File: config.mk
export PLATFORM = sky130hd
export DESIGN_NAME = fetchUnit
export DESIGN_NICKNAME = d
export VERILOG_FILES = /design/src/design/fetch_pkg.sv /design/src/design/fetchUnit.sv
export VERILOG_INCLUDE_DIRS = /design/src /design/src/design
export SDC_FILE = /design/constraint.sdc
export NUM_CORES = 1
export LEC_CHECK = 0
export BUFFER_PORTS_ARGS = -buffer_cell sky130_fd_sc_hd__buf_2
export CORE_MARGIN = 2
export CORE_UTILIZATION = 46
export DETAILED_ROUTE_END_ITERATION = 10
export GPL_TIMING_DRIVEN = 0
export PLACE_DENSITY = 0.87
export SKIP_LAST_GASP = 1
export SYNTH_ARGS = -nofsm -noshare
export SYNTH_HDL_FRONTEND = slang
export SYNTH_SLANG_ARGS = --single-unit
File: constraint.sdc
create_clock -name clk -period 5.98 [get_ports clk]
set_input_delay 1.196 -clock clk [delete_from_list [all_inputs] [get_ports clk]]
set_output_delay 1.196 -clock clk [all_outputs]
set_load 0.01 [all_outputs]
File: src/design/fetch_defines.svh
`ifndef FETCH_DEFINES_SVH
`define FETCH_DEFINES_SVH

// byte address into main memory
`define AddrWidth 17

// one instruction word
`define WordWidth 32

// direct-mapped line count, one word per line
`define CacheLines 128

// tag field of a byte address
`define TagHi 16
`define TagLo 9
`define TagWidth (`TagHi - `TagLo + 1)

// line index field of a byte address
`define IndexHi 8
`define IndexLo 2
`define IndexWidth (`IndexHi - `IndexLo + 1)

// first fetch address out of reset
`define ResetPc 17'h0_0000

`endif

File: src/design/fetch_pkg.sv
`default_nettype none

`include "fetch_defines.svh"

package fetchPkg;

    // fetch sequencer states
    typedef enum logic [1:0] {
        Lookup,
        WaitRefill,
        Present,
        WaitAckLow
    } fetchState;

    // refill engine states, one per byte read
    typedef enum logic [2:0] {
        Idle,
        Read0,
        Read1,
        Read2,
        Read3,
        Finish
    } refillState;

    // control channel opcodes
    typedef enum logic [1:0] {
        OpNop,
        OpEnable,
        OpDisable,
        OpFlush
    } ctrlOp;

    typedef struct packed {
        ctrlOp op;
        logic clearCount;
    } ctrlCmd;

    // beat handed to decode
    typedef struct packed {
        logic [`AddrWidth-1:0] pc;
        logic [`WordWidth-1:0] inst;
    } instBeat;

    // jump from execute
    typedef struct packed {
        logic valid;
        logic [`AddrWidth-1:0] target;
    } redirectCmd;

    typedef struct packed {
        logic start;
        logic [`AddrWidth-1:0] addr;
    } refillReq;

    typedef struct packed {
        logic done;
        logic [`AddrWidth-1:0] addr;
        logic [`WordWidth-1:0] data;
    } refillDone;

endpackage

`default_nettype wire

File: src/design/fetchUnit.sv
`timescale 1ns/1ps
`default_nettype none

`include "fetch_defines.svh"

module fetchUnit (
    input logic clk,
    input logic rst,
    input logic rdy,
    output logic [`AddrWidth-1:0] fetchPc,
    input logic hit,
    input logic [`WordWidth-1:0] hitInst,
    output fetchPkg::refillReq refill,
    input fetchPkg::refillDone fill,
    input fetchPkg::redirectCmd redirect,
    output logic instReq,
    output fetchPkg::instBeat outBeat,
    input logic instAck
);

    fetchPkg::fetchState state;
    logic [`AddrWidth-1:0] pc;

    // jump waiting for the next pc change point
    logic pendValid;
    logic [`AddrWidth-1:0] pendTarget;

    // held word for decode
    fetchPkg::instBeat beat;

    assign fetchPc = pc;
    assign outBeat = beat;

    // miss found this cycle
    assign refill.start = (state == fetchPkg::Lookup) && !hit;
    assign refill.addr = pc;

    always_ff @(posedge clk or posedge rst) begin
        if (rst) begin
            state <= fetchPkg::Lookup;
            pc <= `ResetPc;
            instReq <= 1'b0;
            pendValid <= 1'b0;
        end else if (rdy) begin
            case (state)
                fetchPkg::Lookup: begin
                    if (hit) begin
                        instReq <= 1'b1;
                        state <= fetchPkg::Present;
                    end else begin
                        state <= fetchPkg::WaitRefill;
                    end
                end
                fetchPkg::WaitRefill: begin
                    if (fill.done) begin
                        if (pendValid) begin
                            // refilled word is stale, go to the jump target
                            pc <= pendTarget;
                            pendValid <= 1'b0;
                            state <= fetchPkg::Lookup;
                        end else begin
                            instReq <= 1'b1;
                            state <= fetchPkg::Present;
                        end
                    end
                end
                fetchPkg::Present: begin
                    // beat taken, move on
                    if (instAck) begin
                        instReq <= 1'b0;
                        pc <= pendValid ? pendTarget : pc + `AddrWidth'(4);
                        pendValid <= 1'b0;
                        state <= fetchPkg::WaitAckLow;
                    end
                end
                default: begin
                    // wait for decode to drop ack
                    if (!instAck) begin
                        state <= fetchPkg::Lookup;
                    end
                end
            endcase
            // a new jump overrides one consumed this cycle
            if (redirect.valid) begin
                pendValid <= 1'b1;
            end
        end
    end

    // beat and jump target registers
    always_ff @(posedge clk) begin
        if (rdy) begin
            if ((state == fetchPkg::Lookup) && hit) begin
                beat.pc <= pc;
                beat.inst <= hitInst;
            end else if ((state == fetchPkg::WaitRefill) && fill.done) begin
                // word comes straight from the refill engine
                beat.pc <= pc;
                beat.inst <= fill.data;
            end
            if (redirect.valid) begin
                pendTarget <= redirect.target;
            end
        end
    end

endmodule

`default_nettype wire

==> out/results.ini <==
[status]
status=finished, final reports clean

[global_route]
grt_pass1_wl_mm=13.4
globalRouteTotalUtil_pct=19.5
antenna_found_initial=0
grt_pass1_vias=2847
grt.overflow.total=0
grt_start_max_net_pins=32

[clocking]
cts_tree=yes
ctsResizeCount=0
htree_levels=3
clk_pin_slew_ns=0.08
clk_path_buf_depth=2
postCtsHoldBufs=0
postCtsSetupBuffers=0
tritoncts.num_buffers=9
cts_root_buf=clkbuf_8
cts_sinks=87
clock_latency_ns=0.35

[sta]
setup_slack_ns=3.06
finalCritPeriodShare_pct=48.9
fin_tns_setup_ns=0
report.final.hold_viol_count=0
period_needed_ns=2.92
fin_hold_ws_ns=0.489
fin_skew_ns=0.0154
fmax_ghz=0.342
worstMarginPinSlew_ns=0.834
relSlewSlack_pct=44.3
drv_slew=0
setup_viol=0
rsz0062_at_grt=no

[logic_synthesis]
synthTopCellsByArea=edfxtp_1 51%, dfrtp_1 14%, mux2_2 10%, buf_4 3.3%, a21oi_1 2.3%
synth_top_family_by_area=multiplexers
syn_area_per_cell_um2=13.9
ys_seq_area_share_pct=64.5
synth_cell_types=49
syn_inst=279
synth_edf_count=66
synth_fa_ha_area_share_pct=1.93
synth.most_common_cell=edfxtp_1
yosys_most_used_dff=edfxtp_1
synth-simple-area-share_pct=9.28
syn-cell-area_um2=3880
synthMuxAreaShare_pct=10.4
synth_xor_area_share_pct=0
synthTopCellsByCount=66 x edfxtp_1, 35 x mux2_2, 21 x dfrtp_1
ys_warn_count=0
synthesis.nets=390
ys_ff_latch=87
yosys.area.top_type_share_pct=51.0
synth_compound_gate_area_share_pct=8.53
yosysTopAreaCell=edfxtp_1
synthArstFlopShare_pct=24.1

[worst_hold_path]
min_path_type=flip-flop to flip-flop
min_path_cells=1
worstHoldStart=pendTarget[1]$_DFFE_PP_
holdPathEnd=fetchPc[1]$_DFFE_PP0P_

[worst_setup_path]
path_class=input pin to output port
max_stage_delay_ns=0.23
reg2reg_slack_ns=3.51
r2r-start=state[1]$_DFFE_PP0P_
crit_fanout=4
worst_setup_path_start_kind=input pin
crit_slowest_cell=nor2b_1
crit_top_cell=buf_2
crit_chain=buf_2, nor2b_1, buf_2
reg2regPathDepth=6
crit_path_end_kind=output port
cp.required_ns=4.78
reg2reg_to=outBeat[45]$_DFFE_PP_
crit_arrival_ns=1.73

[power_and_ir_drop]
finalPower_mw=2.26
p_per_area_nw_per_um2=443
power_leakage_nw=2.21
ir_drop_mv=0.245

[placed_design]
place_area_um2=4910
gp_congestion=0.879
dp_hpwl_mm=6.78
io_buffers=172
preCtsSetupSlack_ns=2.98

[floorplanning]
ios=190
fp.dieH_um=95.9
rows=33
die_w_um=95.9
design.core.area_um2=8220
dieArea_um2=9200
initial_core_util_pct=47.3

[drt]
wirelength_mm=9.06
dr.pass1.iters=4
viasPerCell=5.15
drc=0
drt_iter0_drc=162
route.detailed.wl_per_inst_um=15.8
drtAntennaViolNets=0
dr_total_vias=2951

[finish]
fill_cells=675
layout-drive-gt1-share_pct=55.8
area_growth_pct=31.4
n_antenna_cell=0
stdcell_area_um2=5100
fin_nets=574

[job]
drv_cap=0

through the flow:
stage / util (%) / instances
CTS: 62.1 / 573
detailed placement: 59.7 / 557
global route: 62.1 / 573
finish: 62.1 / 573
floorplan: - / 279
global placement: 59.4 / 556
cells in the final DEF, fill, tap and decap left out, drive strengths merged, types with 3 or more instances in the layout:
| cell type | netlist | final |
|---|---|---|
| nor2 | 7 | 7 |
| nand2 | 18 | 18 |
| buf | 26 | 199 |
| or2 | 3 | 3 |
| a21oi | 18 | 18 |
| dfrtp | 21 | 21 |
| clkinv | 0 | 3 |
| mux2 | 35 | 35 |
| nand3 | 15 | 15 |
| o21ai | 9 | 9 |
| ha | 6 | 6 |
| clkbuf | 3 | 13 |
| nand2b | 3 | 3 |
| inv | 6 | 7 |
| edfxtp | 66 | 66 |
| o22ai | 4 | 4 |
| a2bb2oi | 3 | 3 |
worst max-delay path: cells and delay by family:
kind                   cells  cell delay (ns)
and+or+nand+nor            1             0.23
buffers and inverters      2             0.30
cell type report:
cell class	count	area, µm²	share of cell area [%]
Timing Repair Buffer	173	881	17.3
Clock inverter	6	68.8	1.35
Sequential cell	87	2510	49.1
Clock buffer	10	128	2.50
Buffer	29	184	3.60
Tap cell	105	131	2.57
Inverter	6	22.5	0.441
Multi-Input combinational cell	157	1180	23.2
how the worst max path moves through the flow:
stage,start,to,slack [ns],depth (start not counted)
CTS,hit,refill[17],3.06,3
finish,hit,refill[17],3.06,3
floorplan,hit,outBeat[0]$_DFFE_PP_,0.37,3
global placement,hit,outBeat[40]$_DFFE_PP_,-0.98,4
global route,hit,refill[17],3.02,3
detailed placement,hit,outBeat[40]$_DFFE_PP_,2.98,5
cell families (layout without fill, tap and decap cells):
family | count (synthesis) | count (layout)
flip-flops | 87 | 87
AND/OR/NAND/NOR | 64 | 64
AO/OA/AOI/OAI | 51 | 51
multiplexers | 36 | 36
buffers and inverters | 35 | 224
adder cells (fa/ha/maj) | 6 | 6
routing by layer:
metal | global-route usage (%) | part of all wire [%] | vias to the layer above
met1 | 22.8 | 39 | 1385
li1 | - | - | 1402
met3 | 2.82 | 7.7 | 9
met5 | 0 | 0 | -
met2 | 35.3 | 52 | 155
met4 | 8.93 | 1.6 | 0
sequential cells by signal, indices dropped and copies added (netlist names):
name	cells
fetchPc	17
pendValid	1
pendTarget	17
outBeat	49
instReq	1
state	2
where the power goes:
part           internal (mW)  leakage (nW)  switching (mW)
logic                  0.409          1.26           0.445
registers              0.840         0.851           0.162
clock network          0.195        0.0968           0.209
total                   1.44          2.21           0.816
No activity file was read; power rests on OpenSTA's default activity.
