**src/design/fetch_defines.svh**
```systemverilog
`ifndef FETCH_DEFINES_SVH
`define FETCH_DEFINES_SVH

// byte address into main memory
`define AddrWidth 17

// one instruction word
`define WordWidth 32

// direct-mapped line count, one word per line
`define CacheLines 128

// tag field of a byte address
`define TagHi 16
`define TagLo 9
`define TagWidth (`TagHi - `TagLo + 1)

// line index field of a byte address
`define IndexHi 8
`define IndexLo 2
`define IndexWidth (`IndexHi - `IndexLo + 1)

// first fetch address out of reset
`define ResetPc 17'h0_0000

`endif

```
**src/design/fetch_pkg.sv**
```systemverilog
`default_nettype none

`include "fetch_defines.svh"

package fetchPkg;

    // fetch sequencer states
    typedef enum logic [1:0] {
        Lookup,
        WaitRefill,
        Present,
        WaitAckLow
    } fetchState;

    // refill engine states, one per byte read
    typedef enum logic [2:0] {
        Idle,
        Read0,
        Read1,
        Read2,
        Read3,
        Finish
    } refillState;

    // control channel opcodes
    typedef enum logic [1:0] {
        OpNop,
        OpEnable,
        OpDisable,
        OpFlush
    } ctrlOp;

    typedef struct packed {
        ctrlOp op;
        logic clearCount;
    } ctrlCmd;

    // beat handed to decode
    typedef struct packed {
        logic [`AddrWidth-1:0] pc;
        logic [`WordWidth-1:0] inst;
    } instBeat;

    // jump from execute
    typedef struct packed {
        logic valid;
        logic [`AddrWidth-1:0] target;
    } redirectCmd;

    typedef struct packed {
        logic start;
        logic [`AddrWidth-1:0] addr;
    } refillReq;

    typedef struct packed {
        logic done;
        logic [`AddrWidth-1:0] addr;
        logic [`WordWidth-1:0] data;
    } refillDone;

endpackage

`default_nettype wire

```
**src/design/cacheCtrlRegs.sv**
```systemverilog
`timescale 1ns/1ps
`default_nettype none

module cacheCtrlRegs (
    input logic clk,
    input logic rst,
    input logic rdy,
    input logic cfgReq,
    input fetchPkg::ctrlCmd cmd,
    output logic cfgAck,
    output logic cacheEn,
    output logic flushPulse,
    input logic refillStart,
    output logic [15:0] missCount
);

    // first cycle of a request, before our ack
    logic cmdFire;

    assign cmdFire = cfgReq && !cfgAck;

    // four-phase slave and command decode
    always_ff @(posedge clk or posedge rst) begin
        if (rst) begin
            cfgAck <= 1'b0;
            cacheEn <= 1'b1;
            flushPulse <= 1'b0;
        end else if (rdy) begin
            // strobe lasts one active cycle
            flushPulse <= 1'b0;
            if (cmdFire) begin
                cfgAck <= 1'b1;
                case (cmd.op)
                    fetchPkg::OpEnable: cacheEn <= 1'b1;
                    fetchPkg::OpDisable: cacheEn <= 1'b0;
                    fetchPkg::OpFlush: flushPulse <= 1'b1;
                    default: ;
                endcase
            end else if (!cfgReq && cfgAck) begin
                // master let go, close the handshake
                cfgAck <= 1'b0;
            end
        end
    end

    // miss counter
    // saturates at all ones, clear wins over a same-cycle miss
    always_ff @(posedge clk or posedge rst) begin
        if (rst) begin
            missCount <= '0;
        end else if (rdy) begin
            if (cmdFire && cmd.clearCount) begin
                missCount <= '0;
            end else if (refillStart && (missCount != 16'hffff)) begin
                missCount <= missCount + 16'd1;
            end
        end
    end

endmodule

`default_nettype wire

```
**config.mk**
```make
export PLATFORM = sky130hd
export DESIGN_NAME = cacheCtrlRegs
export DESIGN_NICKNAME = d
export VERILOG_FILES = /design/src/design/fetch_pkg.sv /design/src/design/cacheCtrlRegs.sv
export VERILOG_INCLUDE_DIRS = /design/src /design/src/design
export SDC_FILE = /design/constraint.sdc
export NUM_CORES = 1
export LEC_CHECK = 0
export BUFFER_PORTS_ARGS = -buffer_cell sky130_fd_sc_hd__buf_2
export CORE_ASPECT_RATIO = 1.25
export CORE_MARGIN = 2
export CORE_UTILIZATION = 25
export CTS_CLUSTER_SIZE = 20
export DETAILED_ROUTE_END_ITERATION = 16
export GPL_TIMING_DRIVEN = 0
export PLACE_DENSITY = 0.55
export SLEW_MARGIN = 20
export SYNTH_ARGS = -nofsm -noshare
export SYNTH_HDL_FRONTEND = slang
export SYNTH_SLANG_ARGS = --single-unit
```
**constraint.sdc**
```tcl
create_clock -name clk -period 3.4 [get_ports clk]
set_clock_uncertainty 0.2 [all_clocks]
set_input_delay 0.68 -clock clk [delete_from_list [all_inputs] [get_ports clk]]
set_output_delay 0.68 -clock clk [all_outputs]
set_load 0.1 [all_outputs]
```
==> flow_summary.ini <==
[logic_synthesis]
yosys.area_share.adder = 0.0424
post_synth_instance_area_um2 = 1180
synthSimpleGateAreaFrac = 0.242
synthCells = 121
synth-async-reset-ratio = 1.00
synthesis.nets = 133
register_bit_total_from_synthesis = 19
number_of_synthesized_flops_with_an_enable_pin = 0
synth.avg_cell_area_um2 = 9.76
yosysWarnings = 0
synth_cell_types = 43
synth_top_family_by_area = compound AO/OA/AOI/OAI gates
seq_area_frac_synth = 0.404
post_synth_xor_area_fraction = 0.00742
share_of_cell_area_taken_by_muxes_after_synthesis = 0.00953
dominantRegCellSynth = sky130_fd_sc_hd__dfrtp_1
synth-compound-area-share = 0.251

[sta]
timing_hold_violations_final = 0
post-route-min-period_ns = 2.24
min_period_over_period = 0.658
relSlewSlack = 0.502
final-setup-viol-count = 0
worst_max_slew_pin_slew_ns = 0.746
fin_hold_ws_ns = 0.299
unrepaired_setup_endpoints_after_global_routing = false
setup_tns_ns = 0
timing.final.max_slew_violations = 0
maximum_clock_frequency_mhz = 447

[setup_path]
r2r_cells = 6
cp.required_ns = 3.40
ff2ff_setup_slack_ns = 1.16
worst_setup_path_end_kind = register
cp.arrival_ns = 2.24
path_class = reg2reg
r2r_start = missCount[0]
cp_max_fo = 6
cp-start-kind = register
capturing_point_of_the_worst_reg2reg_path = missCount[10]

[run_status]
outcome = complete, no violations

[min_path]
hold_path_class = reg2reg
min_from = cacheEn
timing.hold.worst_path_depth = 2
hold-path-endpoint = cacheEn

[cts]
cts_resized = 0
cts-hold-fix-buffers = 0
clk_latency_ns = 0.25
clk_root_buffer_cell = sky130_fd_sc_hd__clkbuf_8
cts-htree-levels = 1
max-clock-path-buffers = 2
cts_sinks = 19
tritoncts = yes
clock_input_transition_at_the_sequential_cells_of_the_worst_setup_and_hold_paths_ns = 0.07
cts_post_setup_buffers_inserted = 0
cts-buffers-inserted = 3

[grt]
grt_antenna_before_repair = 0
grt_max_degree = 20
grtUsageTotal = 0.110
gr-total-overflow = 0
first_pass_grt_wire_length_um = 4690
number_of_global_route_vias_before_repair = 1057

[route]
drt_iter0_drc = 84
post_drt_via_cell_ratio = 5.14
detail-route-antenna-nets = 0
num_vias = 1074
post_drt_wl_per_cell_um = 13.3
drt-total-wl_um = 2790
first_pass_iters = 4
route.detailed.drc = 0

[finish]
net_count_reported_at_finish = 164
most_common_cell_after_layout_fill_and_taps_aside = sky130_fd_sc_hd__buf_2
area.growth.synth_to_final_pct = 21.0
num_antenna_cells = 0
layout.cells.most_common_list = 26 x sky130_fd_sc_hd__buf_2, 18 x sky130_fd_sc_hd__dfrtp_1, 15 x sky130_fd_sc_hd__nand2_1, 9 x sky130_fd_sc_hd__inv_1, 8 x sky130_fd_sc_hd__o21ai_0
final_layout_size_suffix_gt1_frac = 0.318

[die]
row_count = 27
num_io_pins = 27
floorplan.initialDensity = 0.263
die_height_um = 80.9
die_area_um2 = 5290
die_width_um = 65.5
coreArea_um2 = 4490

[place]
place.port_buffers = 26
globalplace.congestion = 0.827
place.detailed.hpwl_um = 2090

[pwr]
power_density_nw_per_um2 = 822
leakage_nw = 0.628
peak_supply_drop_mv = 0.459

[run]
number_of_max_cap_violations = 0
## metrics by stage
stage / setup WS (ns) / cell area, um^2 / util / std cells / power, mW
global placement: 1.12 / 1380 / 0.308 / 205 / 1.01
global route: 0.989 / 1430 / 0.318 / 209 / 1.23
detailed placement: 1.10 / 1380 / 0.308 / 205 / 1.03
floorplan: 0.658 / 1180 / - / 121 / 0.909
finish: 1.16 / 1430 / 0.318 / 209 / 1.17
CTS: 1.18 / 1430 / 0.318 / 209 / 1.19
## final cells by class
cell class	count	area, um^2
Clock buffer	4	45.0
Buffer	3	18.8
Timing Repair Buffer	26	130
Fill cell	487	3060
Multi-Input combinational cell	90	652
Inverter	9	33.8
Tap cell	58	72.6
Sequential cell	19	477
## per-layer routing
layer	routed length, um	share of wire	vias to the layer above	GRT usage
li1	-	-	514	-
met1	1310	0.47	534	0.137
met2	1340	0.48	24	0.180
met3	123	0.044	2	0.0360
met4	14	0.0050	0	0.0333
met5	0	0	-	0
## kinds of logic (layout without fill, tap and decap cells)
| logic type | count (synthesis) | count (layout) |
|---|---|---|
| adder cells (fa/ha/maj) | 4 | 4 |
| AND/OR/NAND/NOR | 46 | 46 |
| buffers and inverters | 12 | 42 |
| flip-flops | 19 | 19 |
| XOR/XNOR | 1 | 1 |
| AO/OA/AOI/OAI | 38 | 38 |
| multiplexers | 1 | 1 |
## registers in the layout, summed over array words and instances (netlist names)
name / flops
cfgAck: 1
flushPulse: 1
cacheEn: 1
missCount: 16
## worst max-delay path, cell delays in order (launching register included)
cell and delay, ns:
sky130_fd_sc_hd__dfrtp_1 0.42, sky130_fd_sc_hd__ha_1 0.27, sky130_fd_sc_hd__and4_1 0.22, sky130_fd_sc_hd__nand3_1 0.13, sky130_fd_sc_hd__a31oi_1 0.47, sky130_fd_sc_hd__nor4b_2 0.30, sky130_fd_sc_hd__o22a_1 0.16
## where the power goes
| group | internal (mW) | switching (mW) | leakage [nW] |
|---|---|---|---|
| clock network | 0.0833 | 0.0746 | 0.0228 |
| registers | 0.285 | 0.0737 | 0.241 |
| logic | 0.124 | 0.534 | 0.364 |
| total | 0.492 | 0.682 | 0.628 |
## how the worst max path moves through the flow
stage                            start            end  slack (ns)  depth (start not counted)
after floorplan           missCount[1]   missCount[3]        0.66                          6
after global placement          cfgReq  missCount[12]        1.12                          6
after detailed placement   refillStart  missCount[10]        1.10                          6
after CTS                 missCount[0]  missCount[10]        1.18                          6
after global routing      missCount[0]  missCount[10]        0.99                          6
final                     missCount[0]  missCount[10]        1.16                          6
## cell usage after synthesis (2+ instances only)
| library cell | count | area [um^2] |
|---|---|---|
| sky130_fd_sc_hd__a211o_1 | 3 | 26.3 |
| sky130_fd_sc_hd__a21oi_1 | 4 | 20.0 |
| sky130_fd_sc_hd__a31o_2 | 3 | 26.3 |
| sky130_fd_sc_hd__a31oi_1 | 4 | 25.0 |
| sky130_fd_sc_hd__and2_1 | 2 | 12.5 |
| sky130_fd_sc_hd__and3_1 | 2 | 12.5 |
| sky130_fd_sc_hd__clkbuf_1 | 2 | 7.51 |
| sky130_fd_sc_hd__dfrtp_1 | 18 | 450 |
| sky130_fd_sc_hd__ha_1 | 4 | 50.1 |
| sky130_fd_sc_hd__inv_1 | 9 | 33.8 |
| sky130_fd_sc_hd__nand2_1 | 15 | 56.3 |
| sky130_fd_sc_hd__nand3_1 | 5 | 25.0 |
| sky130_fd_sc_hd__nand3_2 | 2 | 20.0 |
| sky130_fd_sc_hd__nand3b_1 | 2 | 15.0 |
| sky130_fd_sc_hd__nand4_1 | 2 | 12.5 |
| sky130_fd_sc_hd__nor2_1 | 2 | 7.51 |
| sky130_fd_sc_hd__nor3_1 | 2 | 10.0 |
| sky130_fd_sc_hd__nor3_2 | 2 | 20.0 |
| sky130_fd_sc_hd__nor4_1 | 3 | 18.8 |
| sky130_fd_sc_hd__o211a_1 | 3 | 30.0 |
| sky130_fd_sc_hd__o211ai_1 | 2 | 15.0 |
| sky130_fd_sc_hd__o21ai_0 | 8 | 40.0 |
| sky130_fd_sc_hd__o41ai_1 | 2 | 17.5 |
Note: power is estimated with default switching activity, not from simulation.
