$ cat config.mk
export PLATFORM = sky130hd
export DESIGN_NAME = memRefill
export DESIGN_NICKNAME = d
export VERILOG_FILES = /design/src/design/fetch_pkg.sv /design/src/design/memRefill.sv
export VERILOG_INCLUDE_DIRS = /design/src /design/src/design
export SDC_FILE = /design/constraint.sdc
export NUM_CORES = 1
export LEC_CHECK = 0
export BUFFER_PORTS_ARGS = -buffer_cell sky130_fd_sc_hd__buf_2
export CAP_MARGIN = 20
export CORE_UTILIZATION = 35
export DETAILED_ROUTE_END_ITERATION = 12
export PLACE_DENSITY = 0.62
export SYNTH_ARGS = -nofsm -noshare
export SYNTH_HDL_FRONTEND = slang
export SYNTH_SLANG_ARGS = --single-unit
export TNS_END_PERCENT = 50
$ cat constraint.sdc
create_clock -name clk -period 1.95 [get_ports clk]
set_input_delay 0.585 -clock clk [delete_from_list [all_inputs] [get_ports clk]]
set_output_delay 0.585 -clock clk [all_outputs]
set_load 0.03 [all_outputs]
$ cat src/design/fetch_defines.svh
`ifndef FETCH_DEFINES_SVH
`define FETCH_DEFINES_SVH

// byte address into main memory
`define AddrWidth 17

// one instruction word
`define WordWidth 32

// direct-mapped line count, one word per line
`define CacheLines 128

// tag field of a byte address
`define TagHi 16
`define TagLo 9
`define TagWidth (`TagHi - `TagLo + 1)

// line index field of a byte address
`define IndexHi 8
`define IndexLo 2
`define IndexWidth (`IndexHi - `IndexLo + 1)

// first fetch address out of reset
`define ResetPc 17'h0_0000

`endif

$ cat src/design/fetch_pkg.sv
`default_nettype none

`include "fetch_defines.svh"

package fetchPkg;

    // fetch sequencer states
    typedef enum logic [1:0] {
        Lookup,
        WaitRefill,
        Present,
        WaitAckLow
    } fetchState;

    // refill engine states, one per byte read
    typedef enum logic [2:0] {
        Idle,
        Read0,
        Read1,
        Read2,
        Read3,
        Finish
    } refillState;

    // control channel opcodes
    typedef enum logic [1:0] {
        OpNop,
        OpEnable,
        OpDisable,
        OpFlush
    } ctrlOp;

    typedef struct packed {
        ctrlOp op;
        logic clearCount;
    } ctrlCmd;

    // beat handed to decode
    typedef struct packed {
        logic [`AddrWidth-1:0] pc;
        logic [`WordWidth-1:0] inst;
    } instBeat;

    // jump from execute
    typedef struct packed {
        logic valid;
        logic [`AddrWidth-1:0] target;
    } redirectCmd;

    typedef struct packed {
        logic start;
        logic [`AddrWidth-1:0] addr;
    } refillReq;

    typedef struct packed {
        logic done;
        logic [`AddrWidth-1:0] addr;
        logic [`WordWidth-1:0] data;
    } refillDone;

endpackage

`default_nettype wire

$ cat src/design/memRefill.sv
`timescale 1ns/1ps
`default_nettype none

`include "fetch_defines.svh"

module memRefill (
    input logic clk,
    input logic rst,
    input logic rdy,
    input fetchPkg::refillReq refill,
    output fetchPkg::refillDone fill,
    output logic memRe,
    output logic [`AddrWidth-1:0] memAddr,
    input logic [7:0] memData
);

    fetchPkg::refillState state;

    // word-aligned part of the miss address
    logic [`AddrWidth-3:0] wordAddr;

    // byte slot read in the current state
    logic [1:0] lane;
    logic reading;

    // last cycle's read, its byte is on memData now
    logic readPending;
    logic [1:0] pendingLane;

    // bytes gathered so far and the view with memData folded in
    logic [`WordWidth-1:0] wordBuf;
    logic [`WordWidth-1:0] merged;

    always_comb begin
        reading = 1'b1;
        case (state)
            fetchPkg::Read0: lane = 2'd0;
            fetchPkg::Read1: lane = 2'd1;
            fetchPkg::Read2: lane = 2'd2;
            fetchPkg::Read3: lane = 2'd3;
            default: begin
                lane = 2'd0;
                reading = 1'b0;
            end
        endcase
    end

    // a read is only issued in a cycle that advances
    // so memRe never stretches during a stall
    assign memRe = reading && rdy;
    assign memAddr = {wordAddr, lane};

    // little-endian placement of the returned byte
    always_comb begin
        merged = wordBuf;
        if (readPending) begin
            merged[pendingLane*8 +: 8] = memData;
        end
    end

    // word is complete once the last byte is merged
    assign fill.done = (state == fetchPkg::Finish);
    assign fill.addr = {wordAddr, 2'b00};
    assign fill.data = merged;

    // read sequencer
    always_ff @(posedge clk or posedge rst) begin
        if (rst) begin
            state <= fetchPkg::Idle;
        end else if (rdy) begin
            case (state)
                fetchPkg::Idle: begin
                    if (refill.start) begin
                        state <= fetchPkg::Read0;
                    end
                end
                fetchPkg::Read0: state <= fetchPkg::Read1;
                fetchPkg::Read1: state <= fetchPkg::Read2;
                fetchPkg::Read2: state <= fetchPkg::Read3;
                fetchPkg::Read3: state <= fetchPkg::Finish;
                default: state <= fetchPkg::Idle;
            endcase
        end
    end

    // memory answers a cycle later whatever rdy does
    // so the response is tracked every clock
    always_ff @(posedge clk or posedge rst) begin
        if (rst) begin
            readPending <= 1'b0;
        end else begin
            readPending <= memRe;
        end
    end

    always_ff @(posedge clk) begin
        pendingLane <= lane;
        wordBuf <= merged;
        if (rdy && (state == fetchPkg::Idle) && refill.start) begin
            wordAddr <= refill.addr[`AddrWidth-1:2];
        end
    end

endmodule

`default_nettype wire

==> results.md <==
Placement:
- At the end of routability-driven placement, the weighted congestion stood at between 0.7 and 0.8.
- Summed over all nets, the half-perimeter wirelength after detailed placement is 3.468 mm.
- The worst-case setup slack after placement is -0.1646 ns.
- In this run the tool buffered the top-level ports with just over 90 buffer cells.

Critical path:
- The arrival time at the worst endpoint is 1.75 ns.
- The critical path is of the register to output port type.
- The critical path data required time is 1.36 ns.
- Walking the worst path, the cells encountered are inv_2 > ha_4 > or3b_4 > buf_12 > o2bb2ai_4 > buf_6.
- Of all nets on the critical path, the largest fanout is 8.
- The path depth of the worst reg2reg path is 7.
- The slowest stage of the critical path is the or3b_4 cell.
- The worst setup path is captured at an output port.
- The worst setup path is launched from a register.
- For this run, the slowest stage of the critical path takes 0.38 ns.

Pwr:
- The share of total power dissipated in combinational logic is 0.529.
- The cell leakage power is 1.472 nW.
- The switching fraction of total power is 0.3924.
- The power per standard cell area is 1438 nW/um^2.
- The power spent charging and discharging nets is 1.798 mW.
- The peak supply drop is 0.8824 mV.
- Internal power comes to 2.785 mW.
- The share of total power dissipated in sequential elements is 0.332.
- The share of power burned in the clock network is 0.138.

Detailed routing:
- The number of vias after detailed routing is 1634.
- The remaining design rule violation count is 0.
- In the routed layout, each cell is associated on average with a via count of ~4.9.
- Summed over all layers, the routed wires come to 4.798 mm.
- In this run the remaining antenna-violating nets after routing total 0.
- The first TritonRoute pass finished after 7 iterations.
- For this block, the initial DRC count from the detailed router was 67.
- The final routed wire length divided by cell count is 14.37 um.

Floorplan:
- In this run the horizontal extent of the chip is 79.96 um.
- Pin placement for this block handled 97 I/O pins.
- Measured along the y axis, the die boundary spans 79.96 um.
- The area of the die is 6393 um^2.
- The core area is 5886 um^2.
- The standard-cell row count is 28.
- The starting density of the core is 0.3614.

CTS:
- The H-tree generated during clock tree synthesis spans 2 levels.
- After clock tree synthesis, the clock-pin slew on the worst setup and hold paths is 0.08 ns.
- The total clock buffers created by CTS is 5.
- The later pin in the worst-skew pair is clocked with a latency of about 0.30 ns.
- The clock passes through at most 2 buffers.
- Counting every sink on the clock net gives 53.
- The TritonCTS clock tree is yes.
- The number of hold buffers added after CTS was 0.
- The cell sitting at the root of the clock tree is a clkbuf_8.

Yosys:
- The total of warnings raised by yosys is 0.
- By area, the combinational part of the netlist is dominated by compound AO/OA/AOI/OAI gates.
- The mean instance size in the synthesized netlist is 13.05 um^2.
- Sorting the synthesized cells by area gives the leading types as dfxtp_1 (32%), edfxtp_1 (21%), a32o_1 (12%).
- Of the total synthesized cell area, the portion taken by full adders, half adders and majority gates is 0.02941.
- The register bit total from synthesis is 53.
- The share of the yosys chip area belonging to registers is 0.5788.
- The synthesized instance count is between 150 and 200.
- The post-synthesis share of cell area spent on xor and xnor gates is 0.
- The top-area cell type share of the netlist area is 0.3200.
- The share of synthesized area spent on multiplexers is 0.004706.
- The library cell occupying the most area in the post-synthesis netlist is dfxtp_1.
- Summing every instance area after synthesis gives 2127 um^2.
- The simple-gate portion of the synthesized area is 0.09588.
- The synthesized-area fraction occupied by ao, oa, aoi and oai cells is 0.1959.
- The number of library cell types mapped by synthesis is 33.

Global route:
- Entering global routing, the biggest net connects 17 pins.
- The remaining global-route overflow is 0.
- The via count of the first global-routing pass is around 1600.
- The initial antenna violation count is 0.
- The all-layer global routing usage is 0.1549.
- The first global-routing pass estimated around 7.4 mm of wire.

STA:
- Setup violations remaining at the end of the flow were counted as 34.
- For this run, the top clock speed supported by timing is 427.4 MHz.
- For the finished layout, the period the worst path requires is between 2 and 2.5 ns.
- The number of failing hold endpoints at the final stage is 0.
- Setup repair after global routing could not meet its margin everywhere.
- Between clock sinks in the finished design, the worst skew comes to approximately 0.012 ns.
- The minimum hold slack is 0.1589 ns.
- The max-slew violation count is 0.
- Across all setup checks in the final design, the least slack found is -0.3898 ns.
- Dividing the final minimum period by the clock period gives 1.200.

Cells and area:
- The post-synthesis to final-layout area growth is 49.82%.
- The fraction of layout instances using a drive strength above 1 is 0.6602.
- The post-layout net count is 292.
- The antenna diode count is 0.
- Counting the fill cells in the layout gives 513.

Worst hold path:
- The class of the tightest hold or removal check is primary input to async pin.

Job:
- Across the run, the number of max-cap violations was 0.

Outcome:
- The final reports fail on setup timing.
- The run finished, with violations left.
## cells by family (layout without fill, tap and decap cells)
family | after synthesis | in the layout
DFF | 53 | 53
AOI/OAI and AO/OA | 40 | 40
and+or+nand+nor | 33 | 33
buffers and inverters | 30 | 125
adders and majority gates | 5 | 5
other | 1 | 2
muxes | 1 | 1
## state kept, by name, indices dropped and copies added (netlist names)
register     flops
pendingLane      2
wordBuf         32
wordAddr        15
readPending      1
state            3
## worst max-delay path: cells and delay by family, from the launching register on
family / cells / cell delay, ns
simple gates: 1 / 0.38
flops: 1 / 0.34
fa+ha+maj: 1 / 0.23
buf+inv: 3 / 0.36
compound gates: 1 / 0.15
## final cells by class
type / instances / area [um^2] / area share
flip-flops and latches: 53 / 1236 / 0.3879
clock buffers: 7 / 86.33 / 0.02709
inverters: 3 / 11.26 / 0.003534
clock inverters: 1 / 6.256 / 0.001963
repair buffers: 114 / 868.3 / 0.2725
well taps: 75 / 93.84 / 0.02945
multi-input cells: 81 / 884.6 / 0.2776
## cell usage after synthesis (all sizes together)
cell and count:
dfxtp 34, a32o 25, buf 23, edfxtp 15, nand3 8, o2bb2ai 8, nor2b 6, ha 5
clkbuf 4, dfrtp 4, nand2 4, inv 3, nand2b 3, o21ai 3, and2 2, and3 2
and4bb 2, a21bo 1, a21oi 1, a22o 1, and2b 1, and3b 1, conb 1, mux2i 1
nor2 1, nor3 1, o31ai 1, or3 1, or3b 1
## cells in the final DEF, fill, tap and decap left out, types with 3 or more instances in the layout
| cell type | count |
|---|---|
| dfxtp_1 | 32 |
| buf_4 | 21 |
| buf_2 | 56 |
| o21ai_0 | 3 |
| nand3_1 | 8 |
| edfxtp_1 | 15 |
| nand2_1 | 3 |
| nor2b_1 | 3 |
| buf_6 | 34 |
| a32o_2 | 22 |
| a32o_1 | 3 |
| nand2b_1 | 3 |
| clkbuf_8 | 6 |
| o2bb2ai_4 | 8 |
## repair_timing
| action | CTS | global route |
|---|---|---|
| resized for setup | 101 | 5 |
| endpoints found under the setup margin | 35 | 36 |
| setup buffers | 1 | 0 |
| pin swaps | 22 | 5 |
## power groups by stage
stage,Clock [mW],Sequential (mW),Combinational (mW)
2_1_floorplan,0,1.57,1.47
3_3_place_gp,0,1.53,2.08
3_5_place_dp,0,1.54,2.10
4_1_cts,0.661,1.52,2.43
5_1_grt,0.711,1.55,2.58
6_report,0.634,1.52,2.43
## routing by layer
layer / track usage / share of wire / wire length, um / up-vias
li1: - / - / - / 788
met1: 0.1931 / 0.43 / 2076 / 776
met2: 0.2504 / 0.49 / 2332 / 65
met3: 0.05486 / 0.074 / 354 / 5
met4: 0.04643 / 0.0071 / 34 / 0
met5: 0 / 0 / 0 / -
## final timing paths
| check | end | slack (ns) | start |
|---|---|---|---|
| min | state[0]$_DFFE_PP0P_ | 0.16 | rst |
| max | fill[4] | -0.39 | pendingLane[1]$_DFF_P_ |
| min reg2reg | wordBuf[18]$_DFF_P_ | 0.47 | wordBuf[18]$_DFF_P_ |
| max reg2reg | wordBuf[15]$_DFF_P_ | 0.47 | pendingLane[1]$_DFF_P_ |
| max in group asynchronous | state[2]$_DFFE_PP0P_ | 1.63 | rst |
| min in group clk | wordAddr[0]$_DFFE_PP_ | 0.45 | refill[2] |
## through the flow
stage	utilization	power [mW]	TNS, ns	area (um^2)	std cells
5_1_grt	0.5415	4.837	-12.56	3187	334
6_report	0.5415	4.583	-10.41	3187	334
4_1_cts	0.5389	4.613	-11.09	3172	334
3_5_place_dp	0.4749	3.645	-3.080	2795	325
3_3_place_gp	0.4749	3.617	-2.872	2795	325
2_1_floorplan	-	3.039	-0.6729	2252	164
Power figures use the tool's default switching activity.
